**src/pe_array_pkg.sv**
```systemverilog
package pe_array_pkg;

    //////////////////////////////
    // Array geometry
    //////////////////////////////

    localparam int num_rows    = 3;
    localparam int num_cols    = 3;
    localparam int num_cells   = num_rows * num_cols;
    // One routing bit per row below the top row
    localparam int route_width = num_rows - 1;

    // Datapath widths
    localparam int data_width = 16;
    localparam int psum_width = 32;

    //////////////////////////////
    // Configuration map
    //////////////////////////////

    localparam int cfg_addr_width = 4;
    // Cell weights sit at 0..num_cells-1, routing right after
    localparam int route_addr     = 9;

    // Settling time, covers the routed chain too
    localparam int settle_cycles = 4 * (num_rows + num_cols);
    localparam int cnt_width     = $clog2(settle_cycles);

    // Signed ifmap / weight word
    typedef logic signed [data_width-1:0] data_t;

    // Config data word, weight view or routing view
    typedef union packed {
        data_t weight;
        struct packed {
            logic [data_width-route_width-1:0] pad;
            logic [route_width-1:0]            sel;
        } route;
    } cfg_word_u;

    // Single-cycle write strobe with address and data
    typedef struct packed {
        logic                      wr;
        logic [cfg_addr_width-1:0] addr;
        cfg_word_u                 data;
    } cfg_write_t;

    // External ifmap inputs, left edge and top edge
    typedef struct packed {
        data_t [num_rows-1:0] col_in;
        data_t [num_cols-2:0] row_in;
    } edge_in_t;

    typedef logic [num_cols-1:0][psum_width-1:0] psum_row_t;

    // Index r*num_cols+c holds weight of cell (r,c)
    typedef data_t [num_cells-1:0] weight_map_t;

endpackage

```
**src/conv_sequencer.sv**
```systemverilog
`timescale 1ns/100ps

module conv_sequencer (
    input  logic                    clk,
    input  logic                    rst_n,
    input  logic                    start,
    input  pe_array_pkg::psum_row_t psum_bottom,
    output logic                    busy,
    output logic                    done,
    output pe_array_pkg::psum_row_t result
);

    //////////////////////////////
    // Control state
    //////////////////////////////

    // Settle counter, counts down to zero
    logic [pe_array_pkg::cnt_width-1:0] cnt;
    // Start only taken when idle
    logic                               accept;
    // Counter expired, capture pending
    logic                               expire;

    assign accept = start && !busy;
    assign expire = busy && !done && (cnt == '0);

    // Start edge loads settle_cycles-1
    // Capture lands settle_cycles edges after start
    always_ff @(posedge clk or negedge rst_n) begin
        if (!rst_n) begin
            busy <= 1'b0;
            done <= 1'b0;
            cnt  <= '0;
        end else if (accept) begin
            busy <= 1'b1;
            cnt  <= pe_array_pkg::cnt_width'(pe_array_pkg::settle_cycles - 1);
        end else if (done) begin
            // Busy drops one edge after done
            busy <= 1'b0;
            done <= 1'b0;
        end else if (expire) begin
            done <= 1'b1;
        end else if (busy) begin
            cnt <= cnt - 1'b1;
        end
    end

    //////////////////////////////
    // Result register
    //////////////////////////////

    // Held until the next capture
    always_ff @(posedge clk or negedge rst_n) begin
        if (!rst_n) begin
            result <= '0;
        end else if (expire) begin
            result <= psum_bottom;
        end
    end

endmodule

```
**config.mk**
```make
export PLATFORM = sky130hd
export DESIGN_NAME = conv_sequencer
export DESIGN_NICKNAME = d
export VERILOG_FILES = /design/src/pe_array_pkg.sv /design/src/conv_sequencer.sv
export SDC_FILE = /design/constraint.sdc
export NUM_CORES = 1
export LEC_CHECK = 0
export BUFFER_PORTS_ARGS = -buffer_cell sky130_fd_sc_hd__buf_4
export CAP_MARGIN = 0
export CORE_MARGIN = 1
export CORE_UTILIZATION = 40
export DETAILED_ROUTE_END_ITERATION = 6
export GPL_TIMING_DRIVEN = 0
export PLACE_DENSITY = 0.68
export SLEW_MARGIN = 20
export SYNTH_ARGS = -nofsm -noshare
export SYNTH_HDL_FRONTEND = slang
export SYNTH_SLANG_ARGS = --single-unit
export TNS_END_PERCENT = 10
```
**constraint.sdc**
```tcl
create_clock -name clk -period 2.02 [get_ports clk]
set_input_delay 0.404 -clock clk [delete_from_list [all_inputs] [get_ports clk]]
set_output_delay 0.404 -clock clk [all_outputs]
set_load 0.02 [all_outputs]
```
==> impl_metrics.toml <==
[timing]
rsz0062_at_grt = "no"
fin_crit_sh = 0.9046
slew_violations = 0
whs_ns = 0.1423
fin_crit_ns = 1.827
hold_violations = 0
max_freq_ghz = 0.5473
setup_tns_ns = 0
tightest_slew_ns = 0.9336
finalClockSkew_ns = 0.01123
setup_viol = 0
relSlewSlack = 0.3776
layout_setup_ws_ns = 0.1927

[power]
p_clk_frac = 0.134
p_int_mw = 5.939
irDropWorstVdd_mv = 0.7971
switchingPower_mw = 3.514
comb_power_share = 0.476
seqPwrFrac = 0.391
switching_share = 0.3718
p_leak_nw = 2.753
powerDensity_nw_per_um2 = 1643

[place]
place_congestion = 0.7664
dpl.hpwl_mm = 6.688
portBuffers = 196
dp_slack_ns = 0.1469
placed_cell_area_sq_um = 5552

[setup_path]
slowest_stage = "dfrtp_1"
r2r_slack_ns = 0.19
worstPathRequired_ns = 2.25
critPathKind = "flip-flop to flip-flop"
cpPeakStageDelay_ns = 0.53
crit_fanout = 10
path_common_cell = "buf_4"
end_kind = "flip-flop"
start_kind = "flip-flop"
worstPathCellList = "and2b_1, nand3_2, buf_4, buf_4, mux2_1"
worstPathArrival_ns = 2.06

[route]
wire_per_inst_microns = 15.41
post_drt_via_cell_ratio = 4.714
drtPass1Iterations = 4
drtIter0Drc = 32
totalWireLength_mm = 8.937
num_vias = 2734
postRouteAntennaNets = 0
drc = 0

[finish]
diodes = 0
fin_util = 0.6139
drive_gt1_frac = 0.6741
fill_cells = 766
nets = 546
final_area_sq_um = 5753
areaGrowthSynthToFinish_pct = 46.95

[clock_network]
cts_tree = "done"
cts.hold.buffers_added = 0
clk_pin_slew_ns = 0.09
cts-htree-levels = 3
cts_made_buffers = 9
root_buffer = "clkbuf_8"
clk_path_buf_depth = 2
cts_sinks = 103
clk_latency_ns = 0.35

[grt]
antenna_found_initial = 0
grt_usage = 0.1808
grt_pass1_vias = 2853
grt_max_degree = 104
grt_pass1_wl_mm = 13.94
grt_overflow_total = 0

[hold_path]
hold_class = "input port to async pin"

[yosys]
synth.distinct_cells = 28
yosysMostFrequentCell = "dfrtp_1"
avgSynthCellArea_sq_um = 16.38
async_flop_share = 1.000
synthSimpleGateAreaFrac = 0.02748
synth_commonest_cells = "dfrtp_1, mux2_2, mux2_1"
syn_inst = 239
synth_top_area_frac = 0.6584
synth_compound_area_frac = 0.01470
synth-edff-count = 0
syn_area_sq_um = 3915
synth.area.mux_share = 0.2787
synth_area_leaders = "dfrtp_1, mux2_2, mux2_1, buf_2, nand2_1"
synthAdderAreaFrac = 0.003196
synth_largest_area_cell = "dfrtp_1"
ys_warn_count = 0
synth_flop_cell = "dfrtp_1"
yosys_register_bits = 103
synth_top_family_by_area = "multiplexers"
synth.net_count = 339
synth_xor_area_frac = 0
synth-seq-area-share = 0.6584

[floorplanning]
die_area_sq_um = 10190
io_pins = 197
die_w_microns = 100.9
start_util = 0.4178
coreArea_sq_um = 9371
rows = 35
die_h_microns = 100.9

[status]
status = "finished clean"

[run]
maxCapViolCount = 0
[power by group through the flow]
stage | logic [mW] | registers (mW) | clock network [mW]
6_report | 4.50 | 3.69 | 1.26
5_1_grt | 4.80 | 3.83 | 1.39
4_1_cts | 4.56 | 3.69 | 1.32
3_5_place_dp | 4.56 | 3.72 | 0
3_3_place_gp | 4.50 | 3.66 | 0
2_1_floorplan | 1.22 | 4.91 | 0
[per-stage QoR]
stage                     std cells  power [mW]
after floorplan                 239       6.124
after global placement          564       8.156
after detailed placement        564       8.275
after CTS                       580       9.571
after global routing            580       10.03
final                           580       9.453
[cells in the final DEF (no fill, tap or decap)]
cell        Yosys  layout
buf_4           2     197
dfrtp_1       103     103
mux2_2         78      78
mux2_1         18      18
clkbuf_8        0       9
buf_2           7       7
nand2_1         5       5
inv_1           2       2
buf_6           1       2
nand3b_1        2       2
o21ai_0         2       2
nand2b_1        2       2
clkinvlp_4      0       2
clkinv_2        0       2
and2b_1         1       1
nor3_2          0       1
nand3_2         1       1
nand4bb_1       1       1
or2_2           1       1
nor2_1          1       1
nor2b_1         1       1
a21oi_1         1       1
o22ai_1         1       1
a32oi_1         1       1
o22a_1          1       1
nand3_1         1       1
o221a_2         1       1
or3_1           1       1
a211oi_1        1       1
mux2i_1         1       1
ha_1            1       1
bufinv_16       0       1
inv_6           0       1
clkinv_4        0       1
[cell families (layout without fill, tap and decap cells)]
family                   after synthesis  count (layout)
multiplexers                          97              97
AO/OA/AOI/OAI                          8               8
flip-flops                           103             103
adder cells (fa/ha/maj)                1               1
buffers and inverters                 12             224
AND/OR/NAND/NOR                       18              18
[metal layers]
metal,up-vias,share of wire,global-route usage
met1,1344,0.38,0.2016
met2,129,0.49,0.3024
met5,-,0,0
li1,1249,-,-
met3,12,0.11,0.08322
met4,0,0.016,0.06912
[area by class of cell]
cell class | instances | area [sq um] | area share
Buffer | 10 | 61.31 | 0.01066
Clock buffer | 9 | 123.9 | 0.02153
Clock inverter | 7 | 72.57 | 0.01261
Inverter | 2 | 7.507 | 0.001305
Multi-Input combinational cell | 124 | 1274 | 0.2214
Sequential cell | 103 | 2577 | 0.4480
Tap cell | 129 | 161.4 | 0.02806
Timing Repair Buffer | 196 | 1475 | 0.2564
[worst max-delay path, delay by kind of cell (launching register included)]
family / cells / cell delay [ns]
buffers and inverters: 2 / 0.44
DFF: 1 / 0.53
muxes: 1 / 0.32
and+or+nand+nor: 2 / 0.42
[flip-flops by register name (all words and copies together) (netlist names)]
signal	flops
busy	1
result	96
cnt	5
done	1
[path summary, 6_finish.rpt]
kind / from / endpoint / depth (start not counted)
max reg2reg: busy / result[8] / 5
min: rst_n / result[63] / 1
min reg2reg: result[61] / result[61] / 1
min in group clk: psum_bottom[7] / result[7] / 2
max: busy / result[8] / 5
max in group asynchronous: rst_n / result[71] / 1
[what timing repair did]
item | in CTS | in global routing
endpoints found under the setup margin | 0 | 1
gates resized for setup | 0 | 1
buffers inserted | 0 | 0
(Power assumes the default switching activity.)
