`src/pe_array_pkg.sv`:
```
package pe_array_pkg;

    //////////////////////////////
    // Array geometry
    //////////////////////////////

    localparam int num_rows    = 3;
    localparam int num_cols    = 3;
    localparam int num_cells   = num_rows * num_cols;
    // One routing bit per row below the top row
    localparam int route_width = num_rows - 1;

    // Datapath widths
    localparam int data_width = 16;
    localparam int psum_width = 32;

    //////////////////////////////
    // Configuration map
    //////////////////////////////

    localparam int cfg_addr_width = 4;
    // Cell weights sit at 0..num_cells-1, routing right after
    localparam int route_addr     = 9;

    // Settling time, covers the routed chain too
    localparam int settle_cycles = 4 * (num_rows + num_cols);
    localparam int cnt_width     = $clog2(settle_cycles);

    // Signed ifmap / weight word
    typedef logic signed [data_width-1:0] data_t;

    // Config data word, weight view or routing view
    typedef union packed {
        data_t weight;
        struct packed {
            logic [data_width-route_width-1:0] pad;
            logic [route_width-1:0]            sel;
        } route;
    } cfg_word_u;

    // Single-cycle write strobe with address and data
    typedef struct packed {
        logic                      wr;
        logic [cfg_addr_width-1:0] addr;
        cfg_word_u                 data;
    } cfg_write_t;

    // External ifmap inputs, left edge and top edge
    typedef struct packed {
        data_t [num_rows-1:0] col_in;
        data_t [num_cols-2:0] row_in;
    } edge_in_t;

    typedef logic [num_cols-1:0][psum_width-1:0] psum_row_t;

    // Index r*num_cols+c holds weight of cell (r,c)
    typedef data_t [num_cells-1:0] weight_map_t;

endpackage

```
`src/array_config.sv`:
```
`timescale 1ns/100ps

module array_config (
    input  logic                                 clk,
    input  logic                                 rst_n,
    input  pe_array_pkg::cfg_write_t             cfg,
    output pe_array_pkg::weight_map_t            weights,
    output logic [pe_array_pkg::route_width-1:0] route_sel
);

    //////////////////////////////
    // Address decode
    //////////////////////////////

    // One write enable per cell
    logic [pe_array_pkg::num_cells-1:0] cell_wr;
    // Routing register write enable
    logic                               route_wr;

    always_comb begin
        cell_wr = '0;
        for (int i = 0; i < pe_array_pkg::num_cells; i++) begin
            if (cfg.addr == pe_array_pkg::cfg_addr_width'(i)) begin
                cell_wr[i] = cfg.wr;
            end
        end
    end

    // Addresses past route_addr fall through
    assign route_wr = cfg.wr &&
        (cfg.addr == pe_array_pkg::cfg_addr_width'(pe_array_pkg::route_addr));

    //////////////////////////////
    // Weight registers
    //////////////////////////////

    // Weight view of the data word
    always_ff @(posedge clk or negedge rst_n) begin
        if (!rst_n) begin
            weights <= '0;
        end else begin
            for (int i = 0; i < pe_array_pkg::num_cells; i++) begin
                if (cell_wr[i]) begin
                    weights[i] <= cfg.data.weight;
                end
            end
        end
    end

    //////////////////////////////
    // Routing register
    //////////////////////////////

    // Route view, low bits only, pad dropped
    always_ff @(posedge clk or negedge rst_n) begin
        if (!rst_n) begin
            route_sel <= '0;
        end else if (route_wr) begin
            route_sel <= cfg.data.route.sel;
        end
    end

endmodule

```
`config.mk`:
```
export PLATFORM = sky130hd
export DESIGN_NAME = array_config
export DESIGN_NICKNAME = d
export VERILOG_FILES = /design/src/pe_array_pkg.sv /design/src/array_config.sv
export SDC_FILE = /design/constraint.sdc
export NUM_CORES = 1
export LEC_CHECK = 0
export BUFFER_PORTS_ARGS = -buffer_cell sky130_fd_sc_hd__buf_2
export CORE_MARGIN = 2
export CORE_UTILIZATION = 55
export CTS_CLUSTER_SIZE = 24
export DETAILED_ROUTE_END_ITERATION = 8
export PLACE_DENSITY = 0.95
export SYNTH_ARGS = -nofsm -noshare
export SYNTH_HDL_FRONTEND = slang
export SYNTH_SLANG_ARGS = --single-unit
```
`constraint.sdc`:
```
create_clock -name clk -period 1.2 [get_ports clk]
set_input_delay 0.12 -clock clk [delete_from_list [all_inputs] [get_ports clk]]
set_output_delay 0.12 -clock clk [all_outputs]
set_load 0.02 [all_outputs]
```
==> impl_metrics.json <==
{
  "vias_per_cell": 5.884,
  "cts_buffers": 17,
  "fmax_ghz": 0.7820,
  "synth_most_common_cell": "dfrtp_1",
  "yosysUniqueCellTypes": 20,
  "p_per_area_nw_per_um2": 2201,
  "rows": 36,
  "dp_hpwl_um": 9363,
  "io_pins": 169,
  "grt_remaining_overflow": 0,
  "crit_chain": "buf_6",
  "root_buffer": "clkbuf_8",
  "syn-cell-area_um2": 5555,
  "drv_cap": 0,
  "cp_slowest_cell": "dfrtp_1",
  "fp.dieArea_um2": 10920,
  "wl_um": 22850,
  "r2r_start": "weights[71]$_DFFE_PN0P_",
  "critPathMaxFanout": 2,
  "cpPeakStageDelay_ns": 0.46,
  "ys.flop_type": "dfrtp_1",
  "slew_viol_final": 0,
  "setup_violations": 69,
  "clk_pin_slew_ns": 0.08,
  "synth.top_cells.by_count": "146 x dfrtp_1, 132 x mux2_2, 10 x mux2_4, 6 x buf_2, 4 x mux2_1",
  "worst_slack_ns": -0.07881,
  "antenna_found_initial": 0,
  "seq_area_frac_synth_pct": 65.77,
  "ff2ff_setup_slack_ns": 0.06,
  "register_area_um2": 3655,
  "grt_pass1_vias": 4665,
  "synth.area.top_cells": "dfrtp_1 66%, mux2_2 27%, mux2_4 2.7%, mux2_1 0.81%, buf_6 0.61%",
  "final_nets": 650,
  "ys_ff_latch": 146,
  "drive_gt1_share_pct": 72.66,
  "rsz0062_at_grt": "true",
  "clkPwrFrac_pct": 28.9,
  "p_int_mw": 13.56,
  "postRouteAntennaNets": 0,
  "synth_top_area_share_pct": 65.77,
  "status": "finished, violations left",
  "synth_fp_nets": 344,
  "synth_area_per_cell_um2": 17.31,
  "n_fill_cell": 231,
  "reg2reg_depth": 3,
  "hold_viol": 0,
  "post-synth-top-area-cell": "dfrtp_1",
  "core_um2": 9774,
  "grt_start_max_net_pins": 37,
  "postPlaceCellArea_um2": 6905,
  "fp.dieH_um": 104.5,
  "multi_input_area_um2": 1888,
  "cp_top_family": "flip-flops",
  "grt_pass1_wl_um": 28610,
  "start_util_pct": 56.84,
  "hold_ws_ns": 0.08761,
  "io_buffer_count": 168,
  "syn_to_final_growth_pct": 67.00,
  "ir_drop_uv": 1666,
  "fin_util_pct": 94.92,
  "seq_power_share_pct": 35.4,
  "startpoint_type": "register",
  "r2r_end": "weights[71]$_DFFE_PN0P_",
  "power_mw": 20.42,
  "yosysWarnings": 0,
  "p_sw_mw": 6.861,
  "relSlewSlack_pct": 73.87,
  "antenna_cells": 0,
  "drc_errors": 0,
  "tritoncts": "yes",
  "fin_crit_ns": 1.279,
  "violations": "negative setup slack",
  "combPwrFrac_pct": 35.7,
  "hp-class": "in2async",
  "p_sw_share_pct": 33.60,
  "clk_latency_ns": 0.52,
  "syn_inst": 321,
  "fin_skew_ns": 0,
  "finalCritPeriodShare_pct": 106.6,
  "critical_path_class": "reg2out",
  "arrival_ns": 1.16,
  "ys_async_sr_fraction_pct": 100.0,
  "drt_iter0_drc": 329,
  "track_usage_pct": 35.20,
  "end_kind": "primary output",
  "design_area_um2": 9278,
  "leakagePower_nw": 4.565,
  "clockBufferDepth": 2,
  "die_w_um": 104.5,
  "avgRoutedWirePerCell_um": 29.55,
  "tightest_slew_ns": 0.3867,
  "h-tree-depth": 4,
  "synth-edff-count": 0,
  "first_pass_iters": 5,
  "vias": 4548,
  "clock_sinks": 146,
  "critPathRequiredTime_ns": 1.08,
  "place.gp.congestion": 0.8055,
  "cp_num_buf_inv": 1
}
-- logic make-up after synthesis --
group	share of synthesized area, %
buffers and inverters	1.689
multiplexers	30.27
AND/OR/NAND/NOR	2.275
flip-flops	65.77
-- layout make-up --
cell class	count	area share, %
tap	133	1.794
sequential	146	39.39
clock buffer	19	4.653
multi-input combinational	161	20.35
clock inverter	13	2.104
timing repair buffer	301	31.71
-- state kept, by name (all words and copies together), names as in the netlist --
signal	cells
weights	144
route_sel	2
-- placed cells by master (no fill, tap or decap), types with 3 or more instances in the layout --
| cell type | netlist | layout |
|---|---|---|
| buf_2 | 6 | 24 |
| clkinv_4 | 0 | 3 |
| buf_4 | 3 | 104 |
| dfrtp_1 | 146 | 145 |
| mux2_1 | 4 | 4 |
| buf_6 | 3 | 143 |
| clkbuf_16 | 0 | 16 |
| dlygate4sd3_1 | 0 | 17 |
| buf_12 | 0 | 13 |
| bufinv_16 | 0 | 4 |
| mux2_2 | 132 | 114 |
| inv_6 | 0 | 5 |
| mux2_4 | 10 | 28 |
-- timing repair --
| action | 4_1_cts | 5_1_grt |
|---|---|---|
| hold buffers | 17 | 0 |
| buffers inserted | 50 | 41 |
| resized for setup | 206 | 81 |
| setup endpoints to repair | 111 | 134 |
| pin swaps | 0 | 0 |
| endpoints found under the hold margin | 285 | 0 |
-- metrics by stage --
stage	setup TNS (ns)	setup slack [ns]	std cells
after floorplan	-1.980	-0.1066	321
after global placement	-15.83	-0.2073	633
after detailed placement	-19.88	-0.2446	633
after CTS	-0.4225	-0.03352	732
after global routing	-4.822	-0.09657	773
final	-1.187	-0.07881	773
-- worst max path at each step --
stage                                   startpoint                  endpoint  slack (ns)  cells past startpoint
after CTS                 weights[110]$_DFFE_PN0P_              weights[110]       -0.03                      1
after global placement                     cfg[19]  weights[100]$_DFFE_PN0P_       -0.21                      6
final                     weights[103]$_DFFE_PN0P_              weights[103]       -0.08                      1
after detailed placement                   cfg[19]  weights[100]$_DFFE_PN0P_       -0.24                      6
after floorplan                            cfg[19]   weights[69]$_DFFE_PN0P_       -0.11                      5
after global routing      weights[103]$_DFFE_PN0P_              weights[103]        -0.1                      1
-- power by group through the flow --
stage	Sequential (mW)	Combinational, mW	Clock [mW]
after floorplan	8.14	1.17	0
after global placement	6.70	4.23	0
after detailed placement	6.80	4.35	0
after CTS	6.88	5.97	5.65
after global routing	7.27	7.47	6.15
final	7.23	7.28	5.91
-- layer usage --
metal	vias up	GRT usage [%]	wire length (µm)
met4	0	14.00	1453
met5	-	0	0
met1	2299	41.41	7939
met2	379	61.02	11390
met3	111	9.837	2064
li1	1759	-	-
No activity file was read; power rests on OpenSTA's default activity.
